`config.mk`:
```
export PLATFORM = sky130hd
export DESIGN_NAME = rv_core
export DESIGN_NICKNAME = d
export VERILOG_FILES = /design/src/verilog/rv_core_pkg.sv /design/src/verilog/rv_core_ctrl.sv /design/src/verilog/pc_counter.sv /design/src/verilog/inst_decoder.sv /design/src/verilog/reg_file.sv /design/src/verilog/exec_unit.sv /design/src/verilog/rv_core.sv
export SDC_FILE = /design/constraint.sdc
export NUM_CORES = 1
export LEC_CHECK = 0
export ABC_CLOCK_PERIOD_IN_PS = 6300
export BUFFER_PORTS_ARGS = -buffer_cell sky130_fd_sc_hd__clkbuf_2
export CORE_MARGIN = 1.5
export CORE_UTILIZATION = 42
export DETAILED_ROUTE_END_ITERATION = 7
export GPL_TIMING_DRIVEN = 0
export HOLD_SLACK_MARGIN = 0.1
export PLACE_DENSITY = 0.64
export REMOVE_ABC_BUFFERS = 1
export SYNTH_ARGS = -nofsm -noshare
export SYNTH_HDL_FRONTEND = slang
export SYNTH_SLANG_ARGS = --single-unit
```
`constraint.sdc`:
```
create_clock -name clk -period 6.3 [get_ports clk]
set_input_delay 0.63 -clock clk [delete_from_list [all_inputs] [get_ports clk]]
set_output_delay 0.63 -clock clk [all_outputs]
set_load 0.05 [all_outputs]
```
`src/verilog/rv_core_pkg.sv`:
```
package rv_core_pkg;

  // ==========================================================================
  // widths
  // ==========================================================================
  localparam int XLEN = 32;

  // data, address or instruction word
  typedef logic [XLEN-1:0] word_t;
  // RV32E has sixteen registers
  typedef logic [3:0] reg_addr_t;

  // ==========================================================================
  // major opcodes
  // ==========================================================================
  localparam logic [6:0] OPC_OP     = 7'b0110011;
  localparam logic [6:0] OPC_OP_IMM = 7'b0010011;
  localparam logic [6:0] OPC_LUI    = 7'b0110111;
  localparam logic [6:0] OPC_JALR   = 7'b1100111;
  localparam logic [6:0] OPC_LOAD   = 7'b0000011;
  localparam logic [6:0] OPC_STORE  = 7'b0100011;

  // decoded operation, anything unknown is OP_NOP
  typedef enum logic [2:0] {
    OP_NOP,
    OP_ADD,
    OP_ADDI,
    OP_LUI,
    OP_JALR,
    OP_LW,
    OP_SW
  } op_kind_t;

  typedef struct packed {
    op_kind_t  op;
    reg_addr_t rd;
    reg_addr_t rs1;
    reg_addr_t rs2;
    word_t     imm;
  } decoded_t;

  // request half of a memory port
  typedef struct packed {
    word_t addr;
    logic  wen;
    word_t wdata;
  } mem_req_t;

endpackage

```
`src/verilog/rv_core_ctrl.sv`:
```
`timescale 1ns/1ps

module rv_core_ctrl (
  input  logic                  clk,
  input  logic                  rst,
  input  rv_core_pkg::op_kind_t op,
  input  logic                  imem_req_ready,
  input  logic                  imem_resp_valid,
  input  logic                  dmem_req_ready,
  input  logic                  dmem_resp_valid,
  output logic                  imem_req_valid,
  output logic                  dmem_req_valid,
  output logic                  inst_load,
  output logic                  pc_advance,
  output logic                  rf_write
);

  typedef enum logic [2:0] {
    FETCH_REQ,
    FETCH_WAIT,
    EXECUTE,
    MEM_REQ,
    MEM_WAIT
  } ctrl_state_t;

  ctrl_state_t state;
  logic        mem_op;
  logic        writes_reg;

  assign mem_op     = (op == rv_core_pkg::OP_LW) || (op == rv_core_pkg::OP_SW);
  assign writes_reg = (op != rv_core_pkg::OP_SW) && (op != rv_core_pkg::OP_NOP);

  // ==========================================================================
  // state and request valids
  // ==========================================================================
  always_ff @(posedge clk) begin
    if (rst) begin
      state          <= FETCH_REQ;
      imem_req_valid <= 1'b0;
      dmem_req_valid <= 1'b0;
    end else begin
      case (state)
        FETCH_REQ: begin
          // valid rises here only on the way out of reset
          if (imem_req_valid && imem_req_ready) begin
            imem_req_valid <= 1'b0;
            state          <= FETCH_WAIT;
          end else begin
            imem_req_valid <= 1'b1;
          end
        end
        FETCH_WAIT: begin
          if (imem_resp_valid) begin
            state <= EXECUTE;
          end
        end
        EXECUTE: begin
          if (mem_op) begin
            dmem_req_valid <= 1'b1;
            state          <= MEM_REQ;
          end else begin
            imem_req_valid <= 1'b1;
            state          <= FETCH_REQ;
          end
        end
        MEM_REQ: begin
          if (dmem_req_ready) begin
            dmem_req_valid <= 1'b0;
            state          <= MEM_WAIT;
          end
        end
        MEM_WAIT: begin
          if (dmem_resp_valid) begin
            imem_req_valid <= 1'b1;
            state          <= FETCH_REQ;
          end
        end
        default: state <= FETCH_REQ;
      endcase
    end
  end

  // one-cycle strobes
  assign inst_load  = (state == FETCH_WAIT) && imem_resp_valid;
  assign pc_advance = ((state == EXECUTE) && !mem_op)
                    || ((state == MEM_WAIT) && dmem_resp_valid);
  // loads write back on the response, everything else in EXECUTE
  assign rf_write   = ((state == EXECUTE) && !mem_op && writes_reg)
                    || ((state == MEM_WAIT) && dmem_resp_valid
                        && (op == rv_core_pkg::OP_LW));

endmodule

```
`src/verilog/pc_counter.sv`:
```
`timescale 1ns/1ps

module pc_counter #(
  parameter rv_core_pkg::word_t RESET_PC = 32'h3000_0000
) (
  input  logic               clk,
  input  logic               rst,
  input  logic               pc_advance,
  input  rv_core_pkg::word_t next_pc,
  output rv_core_pkg::word_t pc
);

  // next_pc is either pc + 4 or a jump target
  always_ff @(posedge clk) begin
    if (rst) begin
      pc <= RESET_PC;
    end else if (pc_advance) begin
      pc <= next_pc;
    end
  end

endmodule

```
`src/verilog/inst_decoder.sv`:
```
`timescale 1ns/1ps

module inst_decoder (
  input  logic                  clk,
  input  logic                  rst,
  input  logic                  inst_load,
  input  rv_core_pkg::word_t    imem_rdata,
  output rv_core_pkg::decoded_t dec
);

  rv_core_pkg::word_t inst;
  logic [6:0]         opcode;
  logic [2:0]         funct3;
  logic [6:0]         funct7;

  // instruction register, all zero decodes as a no-op
  always_ff @(posedge clk) begin
    if (rst) begin
      inst <= '0;
    end else if (inst_load) begin
      inst <= imem_rdata;
    end
  end

  assign opcode = inst[6:0];
  assign funct3 = inst[14:12];
  assign funct7 = inst[31:25];

  // RV32E only has x0..x15, so the top bit of each field is dropped
  assign dec.rd  = inst[10:7];
  assign dec.rs1 = inst[18:15];
  assign dec.rs2 = inst[23:20];

  // ==========================================================================
  // operation and immediate
  // ==========================================================================
  always_comb begin
    dec.op  = rv_core_pkg::OP_NOP;
    dec.imm = '0;
    case (opcode)
      rv_core_pkg::OPC_OP: begin
        if (funct3 == 3'b000 && funct7 == 7'b0000000) dec.op = rv_core_pkg::OP_ADD;
      end
      rv_core_pkg::OPC_OP_IMM: begin
        if (funct3 == 3'b000) dec.op = rv_core_pkg::OP_ADDI;
        dec.imm = {{20{inst[31]}}, inst[31:20]};
      end
      rv_core_pkg::OPC_LUI: begin
        dec.op  = rv_core_pkg::OP_LUI;
        dec.imm = {inst[31:12], 12'b0};
      end
      rv_core_pkg::OPC_JALR: begin
        if (funct3 == 3'b000) dec.op = rv_core_pkg::OP_JALR;
        dec.imm = {{20{inst[31]}}, inst[31:20]};
      end
      rv_core_pkg::OPC_LOAD: begin
        if (funct3 == 3'b010) dec.op = rv_core_pkg::OP_LW;
        dec.imm = {{20{inst[31]}}, inst[31:20]};
      end
      rv_core_pkg::OPC_STORE: begin
        // S-type splits the offset around rs2
        if (funct3 == 3'b010) dec.op = rv_core_pkg::OP_SW;
        dec.imm = {{20{inst[31]}}, inst[31:25], inst[11:7]};
      end
      default: ;
    endcase
  end

endmodule

```
`src/verilog/reg_file.sv`:
```
`timescale 1ns/1ps

module reg_file #(
  parameter int NUM_REGS = 16
) (
  input  logic                        clk,
  input  logic                        we,
  input  logic [$clog2(NUM_REGS)-1:0] waddr,
  input  logic [$clog2(NUM_REGS)-1:0] raddr_1,
  input  logic [$clog2(NUM_REGS)-1:0] raddr_2,
  input  logic [31:0]                 wdata,
  output logic [31:0]                 rdata_1,
  output logic [31:0]                 rdata_2
);

  logic [31:0] regs [NUM_REGS];

  // x0 is never written
  always_ff @(posedge clk) begin
    if (we && waddr != '0) begin
      regs[waddr] <= wdata;
    end
  end

  // asynchronous reads, x0 forced to zero
  assign rdata_1 = (raddr_1 == '0) ? 32'b0 : regs[raddr_1];
  assign rdata_2 = (raddr_2 == '0) ? 32'b0 : regs[raddr_2];

endmodule

```
`src/verilog/exec_unit.sv`:
```
`timescale 1ns/1ps

module exec_unit (
  input  rv_core_pkg::decoded_t dec,
  input  rv_core_pkg::word_t    pc,
  input  rv_core_pkg::word_t    rs1_val,
  input  rv_core_pkg::word_t    rs2_val,
  input  rv_core_pkg::word_t    load_data,
  output rv_core_pkg::word_t    rd_wdata,
  output rv_core_pkg::word_t    next_pc,
  output rv_core_pkg::mem_req_t dmem_req
);

  rv_core_pkg::word_t operand_b;
  rv_core_pkg::word_t sum;
  rv_core_pkg::word_t alu_result;
  rv_core_pkg::word_t pc_plus_4;

  // only add uses rs2 as the second operand
  assign operand_b  = (dec.op == rv_core_pkg::OP_ADD) ? rs2_val : dec.imm;
  assign sum        = rs1_val + operand_b;
  assign alu_result = (dec.op == rv_core_pkg::OP_LUI) ? dec.imm : sum;
  assign pc_plus_4  = pc + 32'd4;

  // jalr target with bit 0 cleared
  assign next_pc = (dec.op == rv_core_pkg::OP_JALR) ? {sum[31:1], 1'b0} : pc_plus_4;

  always_comb begin
    case (dec.op)
      rv_core_pkg::OP_JALR: rd_wdata = pc_plus_4;
      rv_core_pkg::OP_LW:   rd_wdata = load_data;
      default:              rd_wdata = alu_result;
    endcase
  end

  // ==========================================================================
  // data request, held stable by the instruction register
  // ==========================================================================
  assign dmem_req.addr  = sum;
  assign dmem_req.wen   = (dec.op == rv_core_pkg::OP_SW);
  assign dmem_req.wdata = rs2_val;

endmodule

```
`src/verilog/rv_core.sv`:
```
`timescale 1ns/1ps

module rv_core #(
  parameter rv_core_pkg::word_t RESET_PC = 32'h3000_0000
) (
  input  logic                  clk,
  input  logic                  rst,
  // instruction port
  output rv_core_pkg::mem_req_t imem_req,
  output logic                  imem_req_valid,
  input  logic                  imem_req_ready,
  input  logic                  imem_resp_valid,
  input  rv_core_pkg::word_t    imem_rdata,
  // data port
  output rv_core_pkg::mem_req_t dmem_req,
  output logic                  dmem_req_valid,
  input  logic                  dmem_req_ready,
  input  logic                  dmem_resp_valid,
  input  rv_core_pkg::word_t    dmem_rdata
);

  rv_core_pkg::word_t    pc;
  rv_core_pkg::word_t    next_pc;
  rv_core_pkg::word_t    rs1_val;
  rv_core_pkg::word_t    rs2_val;
  rv_core_pkg::word_t    rd_wdata;
  rv_core_pkg::decoded_t dec;
  logic                  inst_load;
  logic                  pc_advance;
  logic                  rf_write;

  // fetches are always reads
  assign imem_req = '{addr: pc, wen: 1'b0, wdata: '0};

  rv_core_ctrl u_ctrl (
    .clk             (clk),
    .rst             (rst),
    .op              (dec.op),
    .imem_req_ready  (imem_req_ready),
    .imem_resp_valid (imem_resp_valid),
    .dmem_req_ready  (dmem_req_ready),
    .dmem_resp_valid (dmem_resp_valid),
    .imem_req_valid  (imem_req_valid),
    .dmem_req_valid  (dmem_req_valid),
    .inst_load       (inst_load),
    .pc_advance      (pc_advance),
    .rf_write        (rf_write)
  );

  pc_counter #(.RESET_PC(RESET_PC)) u_pc (
    .clk        (clk),
    .rst        (rst),
    .pc_advance (pc_advance),
    .next_pc    (next_pc),
    .pc         (pc)
  );

  inst_decoder u_dec (
    .clk        (clk),
    .rst        (rst),
    .inst_load  (inst_load),
    .imem_rdata (imem_rdata),
    .dec        (dec)
  );

  reg_file #(.NUM_REGS(16)) u_rf (
    .clk     (clk),
    .we      (rf_write),
    .waddr   (dec.rd),
    .raddr_1 (dec.rs1),
    .raddr_2 (dec.rs2),
    .wdata   (rd_wdata),
    .rdata_1 (rs1_val),
    .rdata_2 (rs2_val)
  );

  exec_unit u_exec (
    .dec       (dec),
    .pc        (pc),
    .rs1_val   (rs1_val),
    .rs2_val   (rs2_val),
    .load_data (dmem_rdata),
    .rd_wdata  (rd_wdata),
    .next_pc   (next_pc),
    .dmem_req  (dmem_req)
  );

endmodule

```
==> impl_metrics.yaml, run 1 <==
route:
  drt_iter0_markers: 2382
  drc: 0
  firstDrtPassIters: 6
  routed_wl_um: 96100
  wl_per_cell_um: 31.0
  vias: 19900
  viasPerCell: 6.42
  ant_nets: 0
worst_setup_path:
  critPathKind: "flop to primary output"
  critPathMaxFanout: 18
  cp-start-kind: "flop"
  critPathRequiredTime_ns: 5.67
  endpoint_kind: "primary output"
  cp.arrival_ns: 5.57
timing:
  fmax_mhz: 161
  slew_headroom_pct: 4.46
  hold_violations: 0
  worst_slew_pin_slew_ns: 1.43
  setup_viol: 0
  fin_crit_ns: 6.20
  fin_crit_sh_pct: 98.4
  drv_slew: 0
  finClkSkew_ns: 0.0218
power_and_ir_drop:
  clkPwrFrac_pct: 37.8
  ir_worst_vdd_mv: 0.178
  p_per_area_nw_per_um2: 249
  p_comb_share_pct: 12.5
  pwr-share-seq_pct: 49.6
  total_power_mw: 8.78
  p_int_mw: 6.54
  switchingPower_mw: 2.25
  switching_share_pct: 25.6
  power_leakage_nw: 11.8
die:
  initial_core_util_pct: 42.7
  die_w_um: 271
  ios: 202
  dieArea_um2: 73200
  fp.dieH_um: 271
  fp.coreArea_um2: 70400
  rows: 97
logic_synthesis:
  syn_area_um2: 30100
  ys.flop_type: "edfxtp_1"
  ys_ff_latch: 588
  synth_top_area_share_pct: 51.1
  synth-edff-count: 512
  netlist-cell-type-count: 69
  synth_cells: 1908
  syn_area_per_cell_um2: 15.8
  synthArstFlopShare_pct: 0
  ys_seq_area_share_pct: 56.2
  yosys_warnings: 0
  synth.area.top_cells: "edfxtp_1, mux4_2, dfxtp_1, nand2_1, a21oi_1"
  yosys.area.top_type: "edfxtp_1"
final_layout:
  n_antenna_cell: 0
  nNetsFinal: 2215
  fillers: 5865
  syn_to_final_growth_pct: 17.1
  final_layout_size_suffix_gt1_share_pct: 33.5
  final_common_cell: "edfxtp_1"
  utilization_pct: 50.0
  mostFrequentLayoutCells: "edfxtp_1, mux4_2, clkbuf_2"
global_routing:
  grt_use_total_pct: 26.1
  grt_pass1_wl_um: 139000
  grt_max_degree: 64
  antenna_found_initial: 1
  overflow: 0
  first_global_vias: 20000
min_path:
  hold_class: "input pin to flop"
clock_tree:
  clk_pin_slew_worst_paths_ns: 0.07
  insertion_delay_ns: 0.63
  cts_buffers: 60
  cts_hold_buf: 0
  root_buffer: "clkbuf_16"
  clock-sinks: 588
  htreeDepth: 2
  clk_path_buf_depth: 3
  cts_tree: "yes"
status:
  status: "finished clean"
place:
  port_buffers: 167
  gp_congestion: 0.899
  dp_hpwl_um: 65100
run:
  maxCapViolations: 0
==> worst max-delay path: stages, from the launching register on <==
cell	delay, ns
dfxtp_4	0.43
buf_16	0.21
mux4_2	0.53
mux4_2	0.47
and2_1	0.24
a21o_1	0.20
ha_1	0.23
fa_1	0.50
a21o_1	0.25
a221oi_4	0.35
o21ai_2	0.14
nor2_1	0.22
o41ai_4	0.10
buf_4	0.16
o22ai_4	0.23
o21bai_2	0.12
xnor2_2	0.24
inv_1	0.09
buf_2	0.22
==> power by group through the flow <==
stage                     combinational (mW)  sequential [mW]  clock, mW
after global placement                 0.994             4.54          0
after floorplan                        0.693             4.48          0
after global routing                    1.15             4.36       3.51
after CTS                               1.09             4.36       3.36
after detailed placement                1.04             4.46          0
final                                   1.10             4.36       3.32
==> flip-flops by register name (all words and copies together), names as in the netlist, named ones only <==
name and flops:
u_ctrl.dmem_req_valid 1, u_ctrl.imem_req_valid 1, u_ctrl.state 3, u_dec.inst 32, u_pc.pc 31, u_rf.regs 512
==> path summary, 6_finish.rpt <==
path / start / to / slack [ns] / cells past startpoint
worst max register to register: flop / u_rf.regs[5][30] / 0.42 / 17
worst min register to register: u_dec.inst[1] / u_dec.inst[1] / 0.47 / 2
worst max-delay path: flop / dmem_req[61] / 0.1 / 18
worst min-delay path: imem_rdata[8] / u_dec.inst[8] / 0.24 / 3
==> final cells by class <==
class	instances	area, µm²	area share (%)
clock buffer	72	1580	4.48
clock inverter	39	214	0.608
inverter	28	105	0.298
multi-input combinational	1182	12800	36.4
sequential	588	16900	48.0
tap	940	1180	3.34
timing repair buffer	252	2410	6.84
==> Yosys cell counts (10+ instances only) <==
master,instances
a21o_1,27
o21ai_0,44
dfxtp_1,76
ha_1,32
mux4_2,318
inv_1,28
buf_4,35
o221ai_1,11
nor2_1,72
clkbuf_1,99
buf_2,29
nand4_1,12
edfxtp_1,512
nor2b_1,44
a21oi_1,97
buf_1,12
nand3_1,21
and2_1,39
xnor2_1,36
nor3_1,20
a22oi_1,12
xor2_1,23
and3_1,10
a222oi_1,14
nand2_1,135
a22o_1,14
a221o_1,24
==> per-layer routing <==
metal,routed length [µm],global-route usage [%],up-vias
li1,-,-,8126
met1,35000,33.2,10300
met2,46900,42.9,1262
met3,9190,5.69,254
met4,4970,12.0,2
met5,13,0,-
==> kinds of logic after synthesis <==
family / count (synthesis) / share of synthesized area (%)
and+or+nand+nor: 397 / 6.55
adders and majority gates: 33 / 1.40
AOI/OAI and AO/OA: 300 / 6.90
xor gates and xnor gates: 59 / 1.72
buffers and inverters: 203 / 3.09
DFF: 588 / 56.2
muxes: 327 / 24.1
other: 1 / 0.0125
==> metrics by stage <==
| stage | TNS, ns | hold WS [ns] | cell area, µm² | worst slack, ns | instances |
|---|---|---|---|---|---|
| 2_1_floorplan | -1857.89 | 0.425 | 29500 | -3.89 | 1798 |
| 4_1_cts | -0.133 | 0.214 | 35100 | -0.0699 | 3093 |
| 3_5_place_dp | -51.30 | 0.456 | 32900 | -0.650 | 2969 |
| 3_3_place_gp | -5179.00 | 0.440 | 31500 | -7.38 | 2905 |
| 5_1_grt | -0.0133 | 0.227 | 35200 | -0.00809 | 3101 |
| 6_report | 0 | 0.236 | 35200 | 0.0991 | 3101 |
==> repair_timing <==
item	in CTS	in global routing
buffers inserted	10	5
gates cloned	3	0
setup endpoints to repair	183	31
gates resized for setup	25	20
pin swaps	1	6
Power figures use the tool's default switching activity.
==> run 2: changes to the inputs <==
--- a/config.mk
+++ b/config.mk
@@ -7,12 +7,15 @@
 export LEC_CHECK = 0
 export ABC_CLOCK_PERIOD_IN_PS = 6300
 export BUFFER_PORTS_ARGS = -buffer_cell sky130_fd_sc_hd__clkbuf_2
+export CAP_MARGIN = 20
+export CELL_PAD_IN_SITES_DETAIL_PLACEMENT = 0
+export CELL_PAD_IN_SITES_GLOBAL_PLACEMENT = 1
 export CORE_MARGIN = 1.5
 export CORE_UTILIZATION = 42
 export DETAILED_ROUTE_END_ITERATION = 7
 export GPL_TIMING_DRIVEN = 0
 export HOLD_SLACK_MARGIN = 0.1
-export PLACE_DENSITY = 0.64
+export PLACE_DENSITY = 0.72
 export REMOVE_ABC_BUFFERS = 1
 export SYNTH_ARGS = -nofsm -noshare
 export SYNTH_HDL_FRONTEND = slang
==> run 2 against run 1 <==
Power is 5.9% higher. Critical path depth shrank 3. Clock power grew 15%. Global-route usage grew 0.53 points. Sequential share of layout area down 0.94 points. Non-clock buffer count grew 24. Cell area is 2.0% higher. Sequential power about the same. Critical path type unchanged. Largest cell class unchanged.
==> impl_metrics.yaml, run 2 (synthesized netlist as in run 1, its figures left out) <==
worst_setup_path:
  cpMaxStageDelayCell: "and2_4"
  endpoint_kind: "primary output"
  critPathRequiredTime_ns: 5.67
  startpoint: "u_dec.inst[25]"
  path_buf_inv: 1
  cpPeakStageDelay_ns: 0.60
  cp.depth: 15
  critPathMaxFanout: 33
  critPathKind: "flop to primary output"
  cp_top_family: "simple AND/OR/NAND/NOR gates"
  path_cells: "nor4_1 -> nand4_1 -> nor4_1 -> and2_4 -> a21o_1 -> ha_1 -> fa_1 -> a21o_1 -> a221oi_4 -> o21ai_2 -> nor2_2 -> o41ai_4 -> o22ai_2 -> xnor2_1 -> clkbuf_2"
  cp.arrival_ns: 5.65
  reg2reg_depth: 15
  r2r_start: "u_dec.inst[25]"
  cp-start-kind: "flop"
clock_tree:
  cts_hold_buf: 0
  clock-sinks: 588
  clk_pin_slew_worst_paths_ns: 0.07
  clk_path_buf_depth: 3
  cts_buffers: 61
  root_buffer: "clkbuf_16"
  cts_tree: "yes"
  insertion_delay_ns: 0.66
  htreeDepth: 2
route:
  routed_wl_um: 98500
  ant_nets: 0
  top_layer_used: "met4"
  m1WireLength_um: 37700
  drc: 0
  drt_iter0_markers: 2311
  viasPerCell: 6.39
  wl_per_cell_um: 31.5
  vias: 20000
  wl_met3_um: 9270
  firstDrtPassIters: 6
  met2_length_um: 47100
die:
  dieArea_um2: 73200
  fp.coreArea_um2: 70400
  fp.dieH_um: 271
  die_w_um: 271
  initial_core_util_pct: 42.7
  ios: 202
  rows: 97
power_and_ir_drop:
  clkPwrFrac_pct: 41.1
  p_per_area_nw_per_um2: 259
  switching_share_pct: 25.3
  switchingPower_mw: 2.35
  p_comb_share_pct: 12.0
  total_power_mw: 9.30
  power_leakage_nw: 12.2
  pwr-share-seq_pct: 46.9
  p_int_mw: 6.95
  ir_worst_vdd_mv: 0.216
final_layout:
  mostFrequentLayoutCells: "edfxtp_1, mux4_2, clkbuf_2"
  largest_reg_flops: 512
  regMostFlops: "u_rf.regs"
  final_layout_size_suffix_gt1_share_pct: 35.0
  utilization_pct: 51.0
  syn_to_final_growth_pct: 19.5
  final_common_cell: "edfxtp_1"
  nNetsFinal: 2240
  n_antenna_cell: 0
  top_regs: "u_rf.regs (512), u_dec.inst (32), u_pc.pc (31)"
  fillers: 5777
place:
  dp_hpwl_um: 67600
  port_buffers: 167
  preCtsSetupSlack_ns: -0.393
  gp_congestion: 0.854
min_path:
  min_path_cells: 3
  worstHoldStart: "imem_rdata[5]"
  hold_class: "input pin to flop"
global_routing:
  antenna_found_initial: 1
  overflow: 0
  first_global_vias: 20000
  grt_max_degree: 68
  grt_pass1_wl_um: 141000
  grt_use_total_pct: 26.6
timing:
  slew_headroom_pct: 30.3
  fin_crit_sh_pct: 99.7
  setup_viol: 0
  fmax_mhz: 159
  finClkSkew_ns: 0.0389
  worst_slack_ns: 0.0176
  fin_crit_ns: 6.28
  drv_slew: 0
  hold_slack_ns: 0.211
  hold_violations: 0
  worst_slew_pin_slew_ns: 1.04
status:
  status: "finished clean"
run:
  maxCapViolations: 0
[run 2: cell types whose count changed in the layout (fill, tap and decap cells not counted), sizes merged]
| cell | previous run | this run |
|---|---|---|
| buf | 86 | 104 |
| bufbuf | 2 | 3 |
| bufinv | 1 | 9 |
| clkbuf | 236 | 246 |
| clkinv | 33 | 21 |
| clkinvlp | 3 | 6 |
| inv | 30 | 31 |
[run 2: layout make-up]
| class | instances | area, µm² | area share [%] |
|---|---|---|---|
| flip-flops and latches | 588 | 16900 | 47.1 |
| inverters | 28 | 105 | 0.293 |
| multi-input cells | 1182 | 12800 | 35.8 |
| repair buffers | 276 | 2770 | 7.70 |
| clock inverters | 39 | 469 | 1.31 |
| clock buffers | 77 | 1640 | 4.56 |
| well taps | 940 | 1180 | 3.27 |
[run 2: what timing repair did]
| action | CTS | global route |
|---|---|---|
| cloned | 3 | 1 |
| gates resized for setup | 26 | 16 |
| setup endpoints to repair | 101 | 15 |
| pin swaps | 1 | 8 |
| buffers inserted | 9 | 7 |
[run 2: path summary, 6_finish.rpt]
check / to / slack, ns
setup / recovery: dmem_req[59] / 0.02
hold / removal: u_dec.inst[5] / 0.21
setup reg to reg: u_rf.regs[10][12] / 0.68
hold reg to reg: u_dec.inst[0] / 0.46
[run 2: power groups by stage]
stage          clock, mW  sequential, mW  combinational (mW)
4_1_cts             3.86            4.36                1.09
3_5_place_dp           0            4.46                1.04
2_1_floorplan          0            4.48               0.693
6_report            3.82            4.36                1.12
5_1_grt             4.00            4.36                1.17
3_3_place_gp           0            4.54               0.997
[run 2: worst reg2reg max path: stages, from the launching register on]
cell and delay [ns]:
dfxtp_1 0.49, nor4_1 0.44, nand4_1 0.24, nor4_1 0.48, and2_4 0.60, a21o_1 0.20, ha_1 0.22, fa_1 0.27
a21o_1 0.21, a221oi_4 0.11, o21bai_2 0.27, o21ai_0 0.15, xnor2_1 0.60, mux2i_1 0.15, o21ai_0 0.76, buf_4 0.29
[run 2: metal layers]
metal  vias to the layer above  track usage (%)
li1                       8185                -
met1                     10400             35.7
met2                      1209             43.0
met3                       220             5.14
met4                         0             10.5
met5                         -                0
[run 2: per-stage QoR]
step | area (µm²) | TNS (ns) | instances
global placement | 31500 | -5346.88 | 2905
finish | 35900 | 0 | 3130
global route | 35900 | -0.0793 | 3130
detailed placement | 33200 | -18.28 | 2985
floorplan | 29500 | -1857.89 | 1798
CTS | 35700 | -0.00400 | 3113
